==> config.mk <==
export PLATFORM = sky130hd
export DESIGN_NAME = host_apb
export DESIGN_NICKNAME = d
export VERILOG_FILES = /design/src/riscv_pkg.sv /design/src/host_apb.sv
export SDC_FILE = /design/constraint.sdc
export NUM_CORES = 1
export LEC_CHECK = 0
export BUFFER_PORTS_ARGS = -buffer_cell sky130_fd_sc_hd__buf_2
export CELL_PAD_IN_SITES_DETAIL_PLACEMENT = 0
export CELL_PAD_IN_SITES_GLOBAL_PLACEMENT = 1
export CORE_ASPECT_RATIO = 1.5
export CORE_MARGIN = 2
export CORE_UTILIZATION = 15
export DETAILED_ROUTE_END_ITERATION = 7
export GPL_TIMING_DRIVEN = 0
export PLACE_DENSITY = 0.95
export SETUP_SLACK_MARGIN = 0.4
export SYNTH_ARGS = -nofsm -noshare
export SYNTH_HDL_FRONTEND = slang
export SYNTH_SLANG_ARGS = --single-unit
==> constraint.sdc <==
create_clock -name clk -period 4 [get_ports clk]
set_input_delay 0.2 -clock clk [delete_from_list [all_inputs] [get_ports clk]]
set_output_delay 0.2 -clock clk [all_outputs]
set_load 0.01 [all_outputs]
==> src/riscv_pkg.sv <==
package riscv_pkg;

    ////////////////////////////////////////////////////////////////////////////
    // widths
    ////////////////////////////////////////////////////////////////////////////

    localparam int xlen    = 32;
    localparam int imem_aw = 8;
    localparam int dmem_aw = 8;

    // data word, register index, word indices, apb address
    typedef logic [xlen-1:0]    xlen_t;
    typedef logic [4:0]         reg_addr_t;
    typedef logic [imem_aw-1:0] imem_addr_t;
    typedef logic [dmem_aw-1:0] dmem_addr_t;
    typedef logic [15:0]        paddr_t;

    ////////////////////////////////////////////////////////////////////////////
    // instruction encodings
    ////////////////////////////////////////////////////////////////////////////

    // rv32i major opcodes kept by this core
    typedef enum logic [6:0] {
        op_imm    = 7'b0010011,
        op_reg    = 7'b0110011,
        op_load   = 7'b0000011,
        op_store  = 7'b0100011,
        op_branch = 7'b1100011,
        op_jal    = 7'b1101111
    } opcode_t;

    // funct3 values
    localparam logic [2:0] f3_add  = 3'b000;
    localparam logic [2:0] f3_and  = 3'b111;
    localparam logic [2:0] f3_word = 3'b010;
    localparam logic [2:0] f3_beq  = 3'b000;
    localparam logic [2:0] f3_bne  = 3'b001;
    localparam logic [2:0] f3_blt  = 3'b100;
    localparam logic [2:0] f3_bge  = 3'b101;

    // compares give 1 or 0 in bit 0
    typedef enum logic [3:0] {
        alu_add = 4'd0,
        alu_sub = 4'd1,
        alu_and = 4'd2,
        alu_eq  = 4'd3,
        alu_ne  = 4'd4,
        alu_lt  = 4'd5,
        alu_ge  = 4'd6
    } alu_op_t;

    typedef enum logic [1:0] {
        imm_i = 2'd0,
        imm_s = 2'd1,
        imm_b = 2'd2,
        imm_j = 2'd3
    } imm_sel_t;

    typedef enum logic [1:0] {
        st_idle    = 2'd0,
        st_running = 2'd1,
        st_halted  = 2'd2
    } run_state_t;

    ////////////////////////////////////////////////////////////////////////////
    // host address map and sizes
    ////////////////////////////////////////////////////////////////////////////

    localparam paddr_t ctrl_addr  = 16'h0000;
    localparam paddr_t imem_base  = 16'h1000;
    localparam paddr_t dmem_base  = 16'h2000;
    // 1 KiB per region, region picked by the bits above
    localparam int     region_lsb = 10;
    localparam int     imem_words = 256;
    localparam int     dmem_words = 256;
    localparam xlen_t  pc_step    = 32'd4;

endpackage

==> src/host_apb.sv <==
`timescale 1ns/1ps

module host_apb
    import riscv_pkg::*;
(
    input  logic       clk,
    input  logic       rst,
    input  logic       psel,
    input  logic       penable,
    input  logic       pwrite,
    input  paddr_t     paddr,
    input  xlen_t      pwdata,
    input  logic       running,
    input  logic       halted,
    input  xlen_t      host_rdata,
    output xlen_t      prdata,
    output logic       pready,
    output logic       pslverr,
    output logic       start,
    output logic       imem_we,
    output imem_addr_t imem_waddr,
    output xlen_t      imem_wdata,
    output logic       host_we,
    output dmem_addr_t host_addr,
    output xlen_t      host_wdata
);

    logic setup_q;
    logic access;
    logic is_ctrl;
    logic is_imem;
    logic is_dmem;
    logic is_mem;
    logic bad_addr;
    logic blocked;
    logic wr_ok;

    // setup phase seen on the previous clock
    always_ff @(posedge clk or posedge rst) begin
        if (rst) begin
            setup_q <= 1'b0;
        end else begin
            setup_q <= psel && !penable;
        end
    end

    // access phase only right after a setup phase
    // so a held penable never repeats a strobe
    assign access = psel && penable && setup_q;

    ////////////////////////////////////////////////////////////////////////////
    // region decode
    ////////////////////////////////////////////////////////////////////////////

    assign is_ctrl  = (paddr == ctrl_addr);
    assign is_imem  = (paddr[15:region_lsb] == imem_base[15:region_lsb]);
    assign is_dmem  = (paddr[15:region_lsb] == dmem_base[15:region_lsb]);
    assign is_mem   = is_imem || is_dmem;
    assign bad_addr = !(is_ctrl || is_mem);
    // memories belong to the core while it runs
    assign blocked  = is_mem && running;

    // no wait states
    assign pready  = 1'b1;
    assign pslverr = access && (bad_addr || blocked);

    // write strobe for one clock at the end of the access phase
    assign wr_ok = access && pwrite && !bad_addr && !blocked;

    // start request from ctrl bit 0
    assign start = wr_ok && is_ctrl && pwdata[0];

    // instruction memory write port
    assign imem_we    = wr_ok && is_imem;
    assign imem_waddr = paddr[imem_aw+1:2];
    assign imem_wdata = pwdata;

    // data memory host port, address shared by reads and writes
    assign host_we    = wr_ok && is_dmem;
    assign host_addr  = paddr[dmem_aw+1:2];
    assign host_wdata = pwdata;

    ////////////////////////////////////////////////////////////////////////////
    // read data
    ////////////////////////////////////////////////////////////////////////////

    always_comb begin
        prdata = '0;
        if (is_ctrl) begin
            prdata[0] = running;
            prdata[1] = halted;
        end else if (is_dmem && !running) begin
            prdata = host_rdata;
        end
        // imem is write only from the host, reads give zero
    end

endmodule

==> flow_metrics.tcl <==
set metrics [dict create \
    grt_pass1_vias 1287 \
    syn-mean-instance-area_sq_um 7.40 \
    dp.cells 385 \
    vias 1418 \
    path_clk_slew_ns 0 \
    hold_viol 0 \
    critPathArrivalTime_ns 1.95 \
    path_class "input pin to output pin" \
    crit_required_ns 3.80 \
    ys_ff_latch 1 \
    syn_inst 138 \
    drtIter0Drc 3 \
    grt_pass1_wl_microns 5700 \
    place_area_sq_um 1970 \
    reg_top3 "setup_q: 1 flops" \
    routed_wl_microns 4110 \
    synth_top_cell_by_area "buf_4" \
    dieHeight_microns 105 \
    synth_area_leaders "buf_4 60%, and2_2 13%, and2_1 8.0%, dfrtp_1 2.5%, nor4b_4 2.3%" \
    design_area_sq_um 1970 \
    relSlewSlack_pct 58.5 \
    instances_no_fill 385 \
    drv_cap 0 \
    grt_max_degree 11 \
    power_leakage_nw 1.31 \
    status "complete, no violations" \
    ios 204 \
    port_buffers 171 \
    period_share_pct 53.7 \
    area_delta_synth_final_pct 93.1 \
    worst-path-max-fanout 10 \
    largest_reg_flops 1 \
    antenna_found_initial 0 \
    regMostFlops "setup_q" \
    drive_gt1_share_pct 89.6 \
    drc 0 \
    worstMarginPinSlew_ns 0.617 \
    detail_route.wl_per_cell_microns 10.7 \
    die_w_microns 71.4 \
    power_mw 0.170 \
    hp-class "input pin to async pin" \
    dieArea_sq_um 7500 \
    critPathCaptureType "output pin" \
    syn_nets 225 \
    postCtsHoldBufs 0 \
    yosysSeqAreaShare_pct 2.45 \
    vias_per_cell 3.68 \
    synthesis.area_sq_um 1020 \
    whs_ns 0.0344 \
    overflow 0 \
    start_util_pct 15.6 \
    antenna_cells 0 \
    rsz0062_at_grt "false" \
    firstDrtPassIters 2 \
    track_usage_pct 9.38 \
    fin_crit_ns 2.15 \
    synth_top_area_share_pct 59.6 \
    nets 398 \
    peakVddDrop_v 0.0000359 \
    core-area_sq_um 6530 \
    synth_cell_types 19 \
    finalWeightedCongestion 0.770 \
    slew_viol_final 0 \
    tns_ns 0 \
    yosys_warnings 0 \
    startpoint_type "input pin" \
    rows 36 \
    powerDensity_nw_per_um2 86.0 \
    post_cts_buffers 0 \
    ctsResizeCount 0 \
    max_freq_mhz 466 \
    setup_violations 0 \
    hpwl_microns 3930 \
    antenna_left 0 \
]
[report_power, final]
part / switching (mW) / internal (mW)
Combinational: 0.0590 / 0.0995
Clock: 0 / 0
Sequential: 0.000271 / 0.0108
[cell usage in the layout, fill, tap and decap left out, types with 2 or more instances in the layout]
cell type  instances
buf_2            171
buf_4             81
and2_2            18
and2_1            13
nor3_1             4
clkbuf_2           3
inv_1              3
nor4_1             2
nand3_1            2
a22o_2             2
[area by class of cell]
type | instances | area (sq um)
buffer | 84 | 623
fill | 703 | 4560
inverter | 3 | 11.3
multi-input combinational | 50 | 362
sequential | 1 | 25.0
tap | 76 | 95.1
timing repair buffer | 171 | 856
[synthesized netlist by cell type]
| library cell | n |
|---|---|
| a22o_2 | 2 |
| and2_1 | 13 |
| and2_2 | 18 |
| and3_1 | 1 |
| buf_4 | 81 |
| clkbuf_2 | 3 |
| conb_1 | 1 |
| dfrtp_1 | 1 |
| inv_1 | 3 |
| nand3_1 | 2 |
| nand4_1 | 1 |
| nor2b_1 | 1 |
| nor3_1 | 4 |
| nor4_1 | 2 |
| nor4b_1 | 1 |
| nor4b_4 | 1 |
| o21a_1 | 1 |
| or4_4 | 1 |
| xnor2_1 | 1 |
[metal layers]
layer	up-vias	GRT usage (%)	wire length [microns]
li1	693	-	-
met2	151	20.2	2190
met4	0	0	0
met1	574	8.92	1210
met5	-	0	0
met3	0	2.22	715
[through the flow]
step	util, %	worst slack [ns]
global route	30.2	1.77
detailed placement	30.2	1.81
floorplan	-	2.31
global placement	30.2	1.84
CTS	30.2	1.81
finish	30.2	1.85
[critical path: stages]
cell and delay (ns):
buf_2 0.10, or4_4 0.56, nor4b_4 0.51, clkbuf_2 0.28
and2_2 0.17, buf_2 0.13
[final timing paths]
check / startpoint / slack, ns / cells past startpoint / endpoint
worst max-delay path: paddr[15] / 1.85 / 6 / prdata[27]
worst min-delay path: rst / 0.03 / 2 / setup_q
max in group asynchronous: rst / 3.88 / 2 / setup_q
min in group clk: penable / 0.39 / 2 / setup_q
[cells by family (layout without fill, tap and decap cells)]
kind of cell / count (synthesis) / after routing / share of synthesized area [%]
other: 1 / 1 / 0.367
AO/OA/AOI/OAI: 3 / 3 / 2.70
AND/OR/NAND/NOR: 45 / 45 / 31.5
flip-flops: 1 / 1 / 2.45
XOR/XNOR: 1 / 1 / 0.858
buffers and inverters: 87 / 258 / 62.1
Note: power is estimated with default switching activity, not from simulation.
