--- src/riscv_pkg.sv ---
package riscv_pkg;

    ////////////////////////////////////////////////////////////////////////////
    // widths
    ////////////////////////////////////////////////////////////////////////////

    localparam int xlen    = 32;
    localparam int imem_aw = 8;
    localparam int dmem_aw = 8;

    // data word, register index, word indices, apb address
    typedef logic [xlen-1:0]    xlen_t;
    typedef logic [4:0]         reg_addr_t;
    typedef logic [imem_aw-1:0] imem_addr_t;
    typedef logic [dmem_aw-1:0] dmem_addr_t;
    typedef logic [15:0]        paddr_t;

    ////////////////////////////////////////////////////////////////////////////
    // instruction encodings
    ////////////////////////////////////////////////////////////////////////////

    // rv32i major opcodes kept by this core
    typedef enum logic [6:0] {
        op_imm    = 7'b0010011,
        op_reg    = 7'b0110011,
        op_load   = 7'b0000011,
        op_store  = 7'b0100011,
        op_branch = 7'b1100011,
        op_jal    = 7'b1101111
    } opcode_t;

    // funct3 values
    localparam logic [2:0] f3_add  = 3'b000;
    localparam logic [2:0] f3_and  = 3'b111;
    localparam logic [2:0] f3_word = 3'b010;
    localparam logic [2:0] f3_beq  = 3'b000;
    localparam logic [2:0] f3_bne  = 3'b001;
    localparam logic [2:0] f3_blt  = 3'b100;
    localparam logic [2:0] f3_bge  = 3'b101;

    // compares give 1 or 0 in bit 0
    typedef enum logic [3:0] {
        alu_add = 4'd0,
        alu_sub = 4'd1,
        alu_and = 4'd2,
        alu_eq  = 4'd3,
        alu_ne  = 4'd4,
        alu_lt  = 4'd5,
        alu_ge  = 4'd6
    } alu_op_t;

    typedef enum logic [1:0] {
        imm_i = 2'd0,
        imm_s = 2'd1,
        imm_b = 2'd2,
        imm_j = 2'd3
    } imm_sel_t;

    typedef enum logic [1:0] {
        st_idle    = 2'd0,
        st_running = 2'd1,
        st_halted  = 2'd2
    } run_state_t;

    ////////////////////////////////////////////////////////////////////////////
    // host address map and sizes
    ////////////////////////////////////////////////////////////////////////////

    localparam paddr_t ctrl_addr  = 16'h0000;
    localparam paddr_t imem_base  = 16'h1000;
    localparam paddr_t dmem_base  = 16'h2000;
    // 1 KiB per region, region picked by the bits above
    localparam int     region_lsb = 10;
    localparam int     imem_words = 256;
    localparam int     dmem_words = 256;
    localparam xlen_t  pc_step    = 32'd4;

endpackage

--- src/alu.sv ---
`timescale 1ns/1ps

module alu
    import riscv_pkg::*;
(
    input  xlen_t   a,
    input  xlen_t   b,
    input  alu_op_t op,
    output xlen_t   result
);

    logic lt_s;

    // signed less-than shared by blt and bge
    assign lt_s = ($signed(a) < $signed(b));

    always_comb begin
        result = '0;
        case (op)
            alu_add: result = a + b;
            alu_sub: result = a - b;
            alu_and: result = a & b;
            // compares land in bit 0
            alu_eq:  result[0] = (a == b);
            alu_ne:  result[0] = (a != b);
            alu_lt:  result[0] = lt_s;
            alu_ge:  result[0] = !lt_s;
            default: result = '0;
        endcase
    end

endmodule

--- src/cpu_core.sv ---
`timescale 1ns/1ps

module cpu_core
    import riscv_pkg::*;
(
    input  logic       clk,
    input  logic       rst,
    input  logic       start,
    input  xlen_t      instr,
    input  xlen_t      dmem_rdata,
    output imem_addr_t pc_word,
    output logic       dmem_we,
    output dmem_addr_t dmem_addr,
    output xlen_t      dmem_wdata,
    output logic       running,
    output logic       halted
);

    run_state_t state;
    xlen_t      pc;
    xlen_t      pc_next;
    reg_addr_t  rs1;
    reg_addr_t  rs2;
    reg_addr_t  rd;
    alu_op_t    alu_op;
    logic       use_imm;
    logic       reg_we;
    logic       mem_we;
    logic       load_sel;
    logic       is_branch;
    logic       is_jal;
    xlen_t      imm;
    xlen_t      rdata1;
    xlen_t      rdata2;
    xlen_t      alu_b;
    xlen_t      alu_res;
    xlen_t      wb_data;
    logic       halt_hit;
    logic       take;
    logic       exec;

    ////////////////////////////////////////////////////////////////////////////
    // datapath
    ////////////////////////////////////////////////////////////////////////////

    decoder i_decoder (
        .instr     (instr),
        .rs1       (rs1),
        .rs2       (rs2),
        .rd        (rd),
        .alu_op    (alu_op),
        .use_imm   (use_imm),
        .reg_we    (reg_we),
        .mem_we    (mem_we),
        .load_sel  (load_sel),
        .is_branch (is_branch),
        .is_jal    (is_jal),
        .imm       (imm)
    );

    // jal to itself stops the core
    assign halt_hit = is_jal && (imm == '0);
    // writes only while running, never on the halt word
    assign exec     = running && !halt_hit;

    reg_file i_reg_file (
        .clk    (clk),
        .rst    (rst),
        .we     (reg_we && exec),
        .raddr1 (rs1),
        .raddr2 (rs2),
        .waddr  (rd),
        .wdata  (wb_data),
        .rdata1 (rdata1),
        .rdata2 (rdata2)
    );

    // immediate or rs2 on the b side
    assign alu_b = use_imm ? imm : rdata2;

    alu i_alu (
        .a      (rdata1),
        .b      (alu_b),
        .op     (alu_op),
        .result (alu_res)
    );

    // alu result indexes data memory by word
    assign dmem_we    = mem_we && exec;
    assign dmem_addr  = alu_res[dmem_aw-1:0];
    assign dmem_wdata = rdata2;
    assign wb_data    = load_sel ? dmem_rdata : alu_res;

    // branch on compare bit, jal always
    assign take    = (is_branch && alu_res[0]) || is_jal;
    assign pc_next = take ? (pc + imm) : (pc + pc_step);
    assign pc_word = pc[imem_aw+1:2];

    ////////////////////////////////////////////////////////////////////////////
    // run control
    ////////////////////////////////////////////////////////////////////////////

    always_ff @(posedge clk or posedge rst) begin
        if (rst) begin
            state <= st_idle;
            pc    <= '0;
        end else begin
            case (state)
                st_running: begin
                    // start ignored here
                    if (halt_hit) begin
                        state <= st_halted;
                    end else begin
                        pc <= pc_next;
                    end
                end
                default: begin
                    // idle or halted, start runs from pc 0
                    if (start) begin
                        state <= st_running;
                        pc    <= '0;
                    end
                end
            endcase
        end
    end

    assign running = (state == st_running);
    assign halted  = (state == st_halted);

endmodule

--- src/decoder.sv ---
`timescale 1ns/1ps

module decoder
    import riscv_pkg::*;
(
    input  xlen_t     instr,
    output reg_addr_t rs1,
    output reg_addr_t rs2,
    output reg_addr_t rd,
    output alu_op_t   alu_op,
    output logic      use_imm,
    output logic      reg_we,
    output logic      mem_we,
    output logic      load_sel,
    output logic      is_branch,
    output logic      is_jal,
    output xlen_t     imm
);

    logic [2:0] funct3;
    logic       f7_b30;
    imm_sel_t   imm_sel;

    // fixed register fields
    assign rs1    = instr[19:15];
    assign rs2    = instr[24:20];
    assign rd     = instr[11:7];
    assign funct3 = instr[14:12];
    assign f7_b30 = instr[30];

    ////////////////////////////////////////////////////////////////////////////
    // control decode
    ////////////////////////////////////////////////////////////////////////////

    always_comb begin
        // defaults make an unknown word a no-op
        alu_op    = alu_add;
        use_imm   = 1'b0;
        reg_we    = 1'b0;
        mem_we    = 1'b0;
        load_sel  = 1'b0;
        is_branch = 1'b0;
        is_jal    = 1'b0;
        imm_sel   = imm_i;
        case (opcode_t'(instr[6:0]))
            op_imm: begin
                use_imm = 1'b1;
                if (funct3 == f3_add) begin
                    reg_we = 1'b1;
                end else if (funct3 == f3_and) begin
                    alu_op = alu_and;
                    reg_we = 1'b1;
                end
            end
            op_reg: begin
                // bit 30 splits add and sub
                case ({f7_b30, funct3})
                    {1'b0, f3_add}: reg_we = 1'b1;
                    {1'b1, f3_add}: begin
                        alu_op = alu_sub;
                        reg_we = 1'b1;
                    end
                    {1'b0, f3_and}: begin
                        alu_op = alu_and;
                        reg_we = 1'b1;
                    end
                    default: reg_we = 1'b0;
                endcase
            end
            op_load: begin
                // alu sum is the word index
                use_imm  = 1'b1;
                load_sel = 1'b1;
                reg_we   = (funct3 == f3_word);
            end
            op_store: begin
                use_imm = 1'b1;
                imm_sel = imm_s;
                mem_we  = (funct3 == f3_word);
            end
            op_branch: begin
                imm_sel   = imm_b;
                is_branch = 1'b1;
                case (funct3)
                    f3_beq:  alu_op = alu_eq;
                    f3_bne:  alu_op = alu_ne;
                    f3_blt:  alu_op = alu_lt;
                    f3_bge:  alu_op = alu_ge;
                    // other funct3 falls through
                    default: is_branch = 1'b0;
                endcase
            end
            op_jal: begin
                // no link write
                imm_sel = imm_j;
                is_jal  = 1'b1;
            end
            default: begin
                reg_we = 1'b0;
            end
        endcase
    end

    // sign-extended immediates, byte offsets
    always_comb begin
        case (imm_sel)
            imm_s:   imm = {{20{instr[31]}}, instr[31:25], instr[11:7]};
            imm_b:   imm = {{19{instr[31]}}, instr[31], instr[7], instr[30:25],
                            instr[11:8], 1'b0};
            imm_j:   imm = {{11{instr[31]}}, instr[31], instr[19:12], instr[20],
                            instr[30:21], 1'b0};
            default: imm = {{20{instr[31]}}, instr[31:20]};
        endcase
    end

endmodule

--- src/reg_file.sv ---
`timescale 1ns/1ps

module reg_file
    import riscv_pkg::*;
(
    input  logic      clk,
    input  logic      rst,
    input  logic      we,
    input  reg_addr_t raddr1,
    input  reg_addr_t raddr2,
    input  reg_addr_t waddr,
    input  xlen_t     wdata,
    output xlen_t     rdata1,
    output xlen_t     rdata2
);

    xlen_t regs [32];

    // all registers start at zero
    always_ff @(posedge clk or posedge rst) begin
        if (rst) begin
            for (int i = 0; i < 32; i++) begin
                regs[i] <= '0;
            end
        end else if (we && (waddr != '0)) begin
            regs[waddr] <= wdata;
        end
    end

    // x0 hardwired to zero
    assign rdata1 = (raddr1 == '0) ? '0 : regs[raddr1];
    assign rdata2 = (raddr2 == '0) ? '0 : regs[raddr2];

endmodule

--- config.mk ---
export PLATFORM = sky130hd
export DESIGN_NAME = cpu_core
export DESIGN_NICKNAME = d
export VERILOG_FILES = /design/src/riscv_pkg.sv /design/src/alu.sv /design/src/cpu_core.sv /design/src/decoder.sv /design/src/reg_file.sv
export SDC_FILE = /design/constraint.sdc
export NUM_CORES = 2
export LEC_CHECK = 0
export BUFFER_PORTS_ARGS = -buffer_cell sky130_fd_sc_hd__buf_2
export CAP_MARGIN = 5
export CELL_PAD_IN_SITES_DETAIL_PLACEMENT = 0
export CELL_PAD_IN_SITES_GLOBAL_PLACEMENT = 1
export CORE_UTILIZATION = 30
export CTS_CLUSTER_SIZE = 16
export DETAILED_ROUTE_END_ITERATION = 6
export HOLD_SLACK_MARGIN = 0.15
export PLACE_DENSITY_LB_ADDON = 0.1
export SLEW_MARGIN = 15
export SYNTH_ARGS = -nofsm -noshare
export SYNTH_HDL_FRONTEND = slang
export SYNTH_SLANG_ARGS = --single-unit
--- constraint.sdc ---
create_clock -name clk -period 52.9 [get_ports clk]
set_input_delay 5.29 -clock clk [delete_from_list [all_inputs] [get_ports clk]]
set_output_delay 5.29 -clock clk [all_outputs]
set_load 0.02 [all_outputs]
==> results.sh <==
export IMPL_cts_root_buf="clkbuf_16"
export IMPL_drt_iter0_markers=4296
export IMPL_p_switching_uw=557
export IMPL_dieWidth_um=450
export IMPL_grt_first_pass_wirelength_um=376000
export IMPL_fmax_mhz=54.8
export IMPL_cp_max_fo=48
export IMPL_area_delta_synth_final_pct=12.0
export IMPL_ir_drop_v=0.0000310
export IMPL_worst_pin_slew_ns=1.21
export IMPL_p_leak_uw=0.0285
export IMPL_start_util=0.302
export IMPL_synth_nets=5684
export IMPL_grt_max_degree=146
export IMPL_clockBufferDepth=3
export IMPL_synth_area_sq_um=60200
export IMPL_drv_cap=0
export IMPL_fp_dieH_um=450
export IMPL_grt_pass1_vias=46900
export IMPL_firstDrtPassIters=6
export IMPL_ys_ff_latch=1036
export IMPL_power_frac_comb=0.124
export IMPL_ant_nets=0
export IMPL_fin_ws_ns=34.65
export IMPL_postCtsSetupRepairBufs=0
export IMPL_nets=5526
export IMPL_ys_dominant_reg_cell="dfrtp_1"
export IMPL_dieArea_sq_um=202000
export IMPL_swShare=0.286
export IMPL_p_per_area_nw_per_um2=28.9
export IMPL_seq_power_share=0.414
export IMPL_rsz0062_at_grt="no"
export IMPL_cts_tree="yes"
export IMPL_worst_setup_path_type="primary input to output port"
export IMPL_dr_total_vias=46600
export IMPL_drive_gt1_frac=0.243
export IMPL_numClockSinks=1036
export IMPL_overflow=0
export IMPL_finalHoldViolCount=0
export IMPL_end_kind="output port"
export IMPL_cts_hold_buffers=0
export IMPL_period_share=0.345
export IMPL_clk_pin_slew_worst_paths_ns=0.06
export IMPL_core_area_sq_um=199000
export IMPL_htreeDepth=3
export IMPL_routed_wl_um=264000
export IMPL_dpl_worst_slack_ns=34.78
export IMPL_drc=0
export IMPL_row_count=164
export IMPL_slew_violations=0
export IMPL_synth_avg_cell_area_sq_um=10.9
export IMPL_yosysSeqAreaShare=0.431
export IMPL_fin_setup_tns_ns=0
export IMPL_setup_viol=0
export IMPL_clock_power_share=0.462
export IMPL_synth_cell_types=109
export IMPL_outcome="finished clean"
export IMPL_grtUsageTotal=0.259
export IMPL_routed_via_density=5.73
export IMPL_required_ns=47.61
export IMPL_internal_power_uw=1390
export IMPL_min_period_ns=18.25
export IMPL_syn_instance_count=5540
export IMPL_ys_warn_count=0
export IMPL_clk_latency_ns=0.81
export IMPL_maxSlewHeadroom=0.193
export IMPL_io_pins=118
export IMPL_cts_made_buffers=121
export IMPL_grt_antenna_before_repair=17
export IMPL_dp_hpwl_um=165000
export IMPL_hp_class="flop to flop"
export IMPL_finClkSkew_ns=0.0892
export IMPL_port_buffers=117
export IMPL_cts_resized=0
export IMPL_arrival_ns=12.96
export IMPL_start_kind="primary input"
export IMPL_synth_edff_count=0
export IMPL_synthArstFlopShare=1.00
export IMPL_wl_per_cell_um=32.4
export IMPL_gp_congestion=0.884
==> state kept, by name, summed over array words and instances, names as in the netlist <==
signal	count
i_reg_file.regs	1024
pc	10
state	2
==> worst paths after layout <==
path | startpoint | cells after the start | slack [ns] | to
setup / recovery | instr[20] | 19 | 34.65 | dmem_addr[0]
max in group asynchronous | rst | 5 | 44.99 | i_reg_file.regs[273]
hold / removal | i_reg_file.regs[1023] | 0 | 0.40 | i_reg_file.regs[1023]
min in group asynchronous | rst | 2 | 4.73 | i_reg_file.regs[519]
hold reg to reg | i_reg_file.regs[1023] | 0 | 0.40 | i_reg_file.regs[1023]
setup reg to reg | i_reg_file.regs[784] | 16 | 46.24 | i_reg_file.regs[855]
==> Yosys cell counts (26+ instances only) <==
cell / instances / area share
mux2i_1: 207 / 0.034
nor2_1: 250 / 0.016
nand2b_1: 26 / 0.0027
o221ai_1: 57 / 0.0083
o31ai_1: 45 / 0.0056
clkbuf_1: 224 / 0.014
ha_1: 74 / 0.015
a21oi_1: 153 / 0.013
buf_1: 43 / 0.0027
a211oi_1: 35 / 0.0044
o21ai_0: 476 / 0.040
buf_4: 52 / 0.0065
nand2_1: 862 / 0.054
buf_2: 218 / 0.018
o21ai_1: 353 / 0.029
o22ai_1: 61 / 0.0063
nand3_1: 32 / 0.0027
a221oi_1: 52 / 0.0076
inv_1: 85 / 0.0053
dfrtp_1: 1036 / 0.43
nor3_1: 39 / 0.0032
mux4_2: 462 / 0.17
mux2_2: 229 / 0.043
==> cells by family after synthesis <==
logic type      share of synthesized area
flops                               0.431
buf+inv                            0.0497
compound gates                      0.146
fa+ha+maj                          0.0164
xor+xnor                          0.00379
mux                                 0.251
simple gates                        0.102
==> power by group through the flow <==
stage	combinational [uW]	clock (uW)	sequential, uW
6_report	241	901	807
5_1_grt	257	949	808
4_1_cts	242	921	807
3_5_place_dp	242	0	822
3_3_place_gp	242	0	822
2_1_floorplan	155	0	821
==> cell usage in the layout, fill, tap and decap left out, types with 15 or more instances in the layout <==
cell type and n:
a21oi_1 152, a211oi_1 32, clkbuf_1 25, buf_2 107, clkbuf_16 122, nand2b_1 26
o21ai_2 21, a221oi_1 52, nor4_1 16, xnor2_1 17, nand4_1 24, buf_4 156
nor2_1 248, ha_1 74, a22o_1 19, nand2_1 855, o211ai_1 22, clkbuf_8 29
a21o_1 19, o21ai_1 350, nor2b_1 19, o21ai_0 473, mux4_2 462, mux2i_1 199
a211o_1 24, clkinv_2 23, o22ai_1 59, nand2_2 20, inv_1 84, a221o_1 15
o31ai_1 45, nor3_1 36, o221ai_1 57, a21oi_2 23, mux2_2 229, nand3_1 27
dfrtp_1 1036
==> layer usage <==
layer / GRT usage / wire length, um / up-vias / share of wire
li1: - / - / 20200 / -
met1: 0.374 / 122000 / 24700 / 0.46
met2: 0.398 / 119000 / 1520 / 0.45
met3: 0.0483 / 17700 / 298 / 0.067
met4: 0.0616 / 5620 / 0 / 0.021
met5: 0 / 0 / - / 0
==> cell type report <==
type	instances	area [sq um]
Clock buffer	176	3550
Timing Repair Buffer	275	1910
Multi-Input combinational cell	3857	31600
Clock inverter	49	681
Antenna cell	5	12.5
Fill cell	20200	132000
Inverter	91	349
Tap cell	2656	3320
Sequential cell	1036	25900
==> stage by stage <==
| stage | hold WS [ns] | cells | cell area (sq um) | util | power (uW) |
|---|---|---|---|---|---|
| floorplan | 0.441 | 5540 | 60200 | - | 975 |
| global placement | 0.380 | 7914 | 63100 | 0.316 | 1060 |
| detailed placement | 0.382 | 7914 | 63100 | 0.316 | 1060 |
| CTS | 0.397 | 8139 | 67300 | 0.338 | 1970 |
| global route | 0.408 | 8141 | 67300 | 0.338 | 2010 |
| finish | 0.396 | 8145 | 67400 | 0.338 | 1950 |
==> worst max-delay path, cell delays in order <==
cell and delay (ns):
buf_8 0.49, buf_4 0.81, buf_4 0.71, buf_4 0.57
mux4_2 0.57, mux4_2 0.47, nor2_1 0.43, nor2_1 0.20
o21ai_0 0.23, a21oi_1 0.16, ha_1 0.54, nor4_1 0.55
nand4_1 0.29, nor3_1 0.24, mux2_2 0.39, or2_1 0.22
a211o_1 0.26, nand3_1 0.18, buf_2 0.21
(Power assumes the default switching activity.)
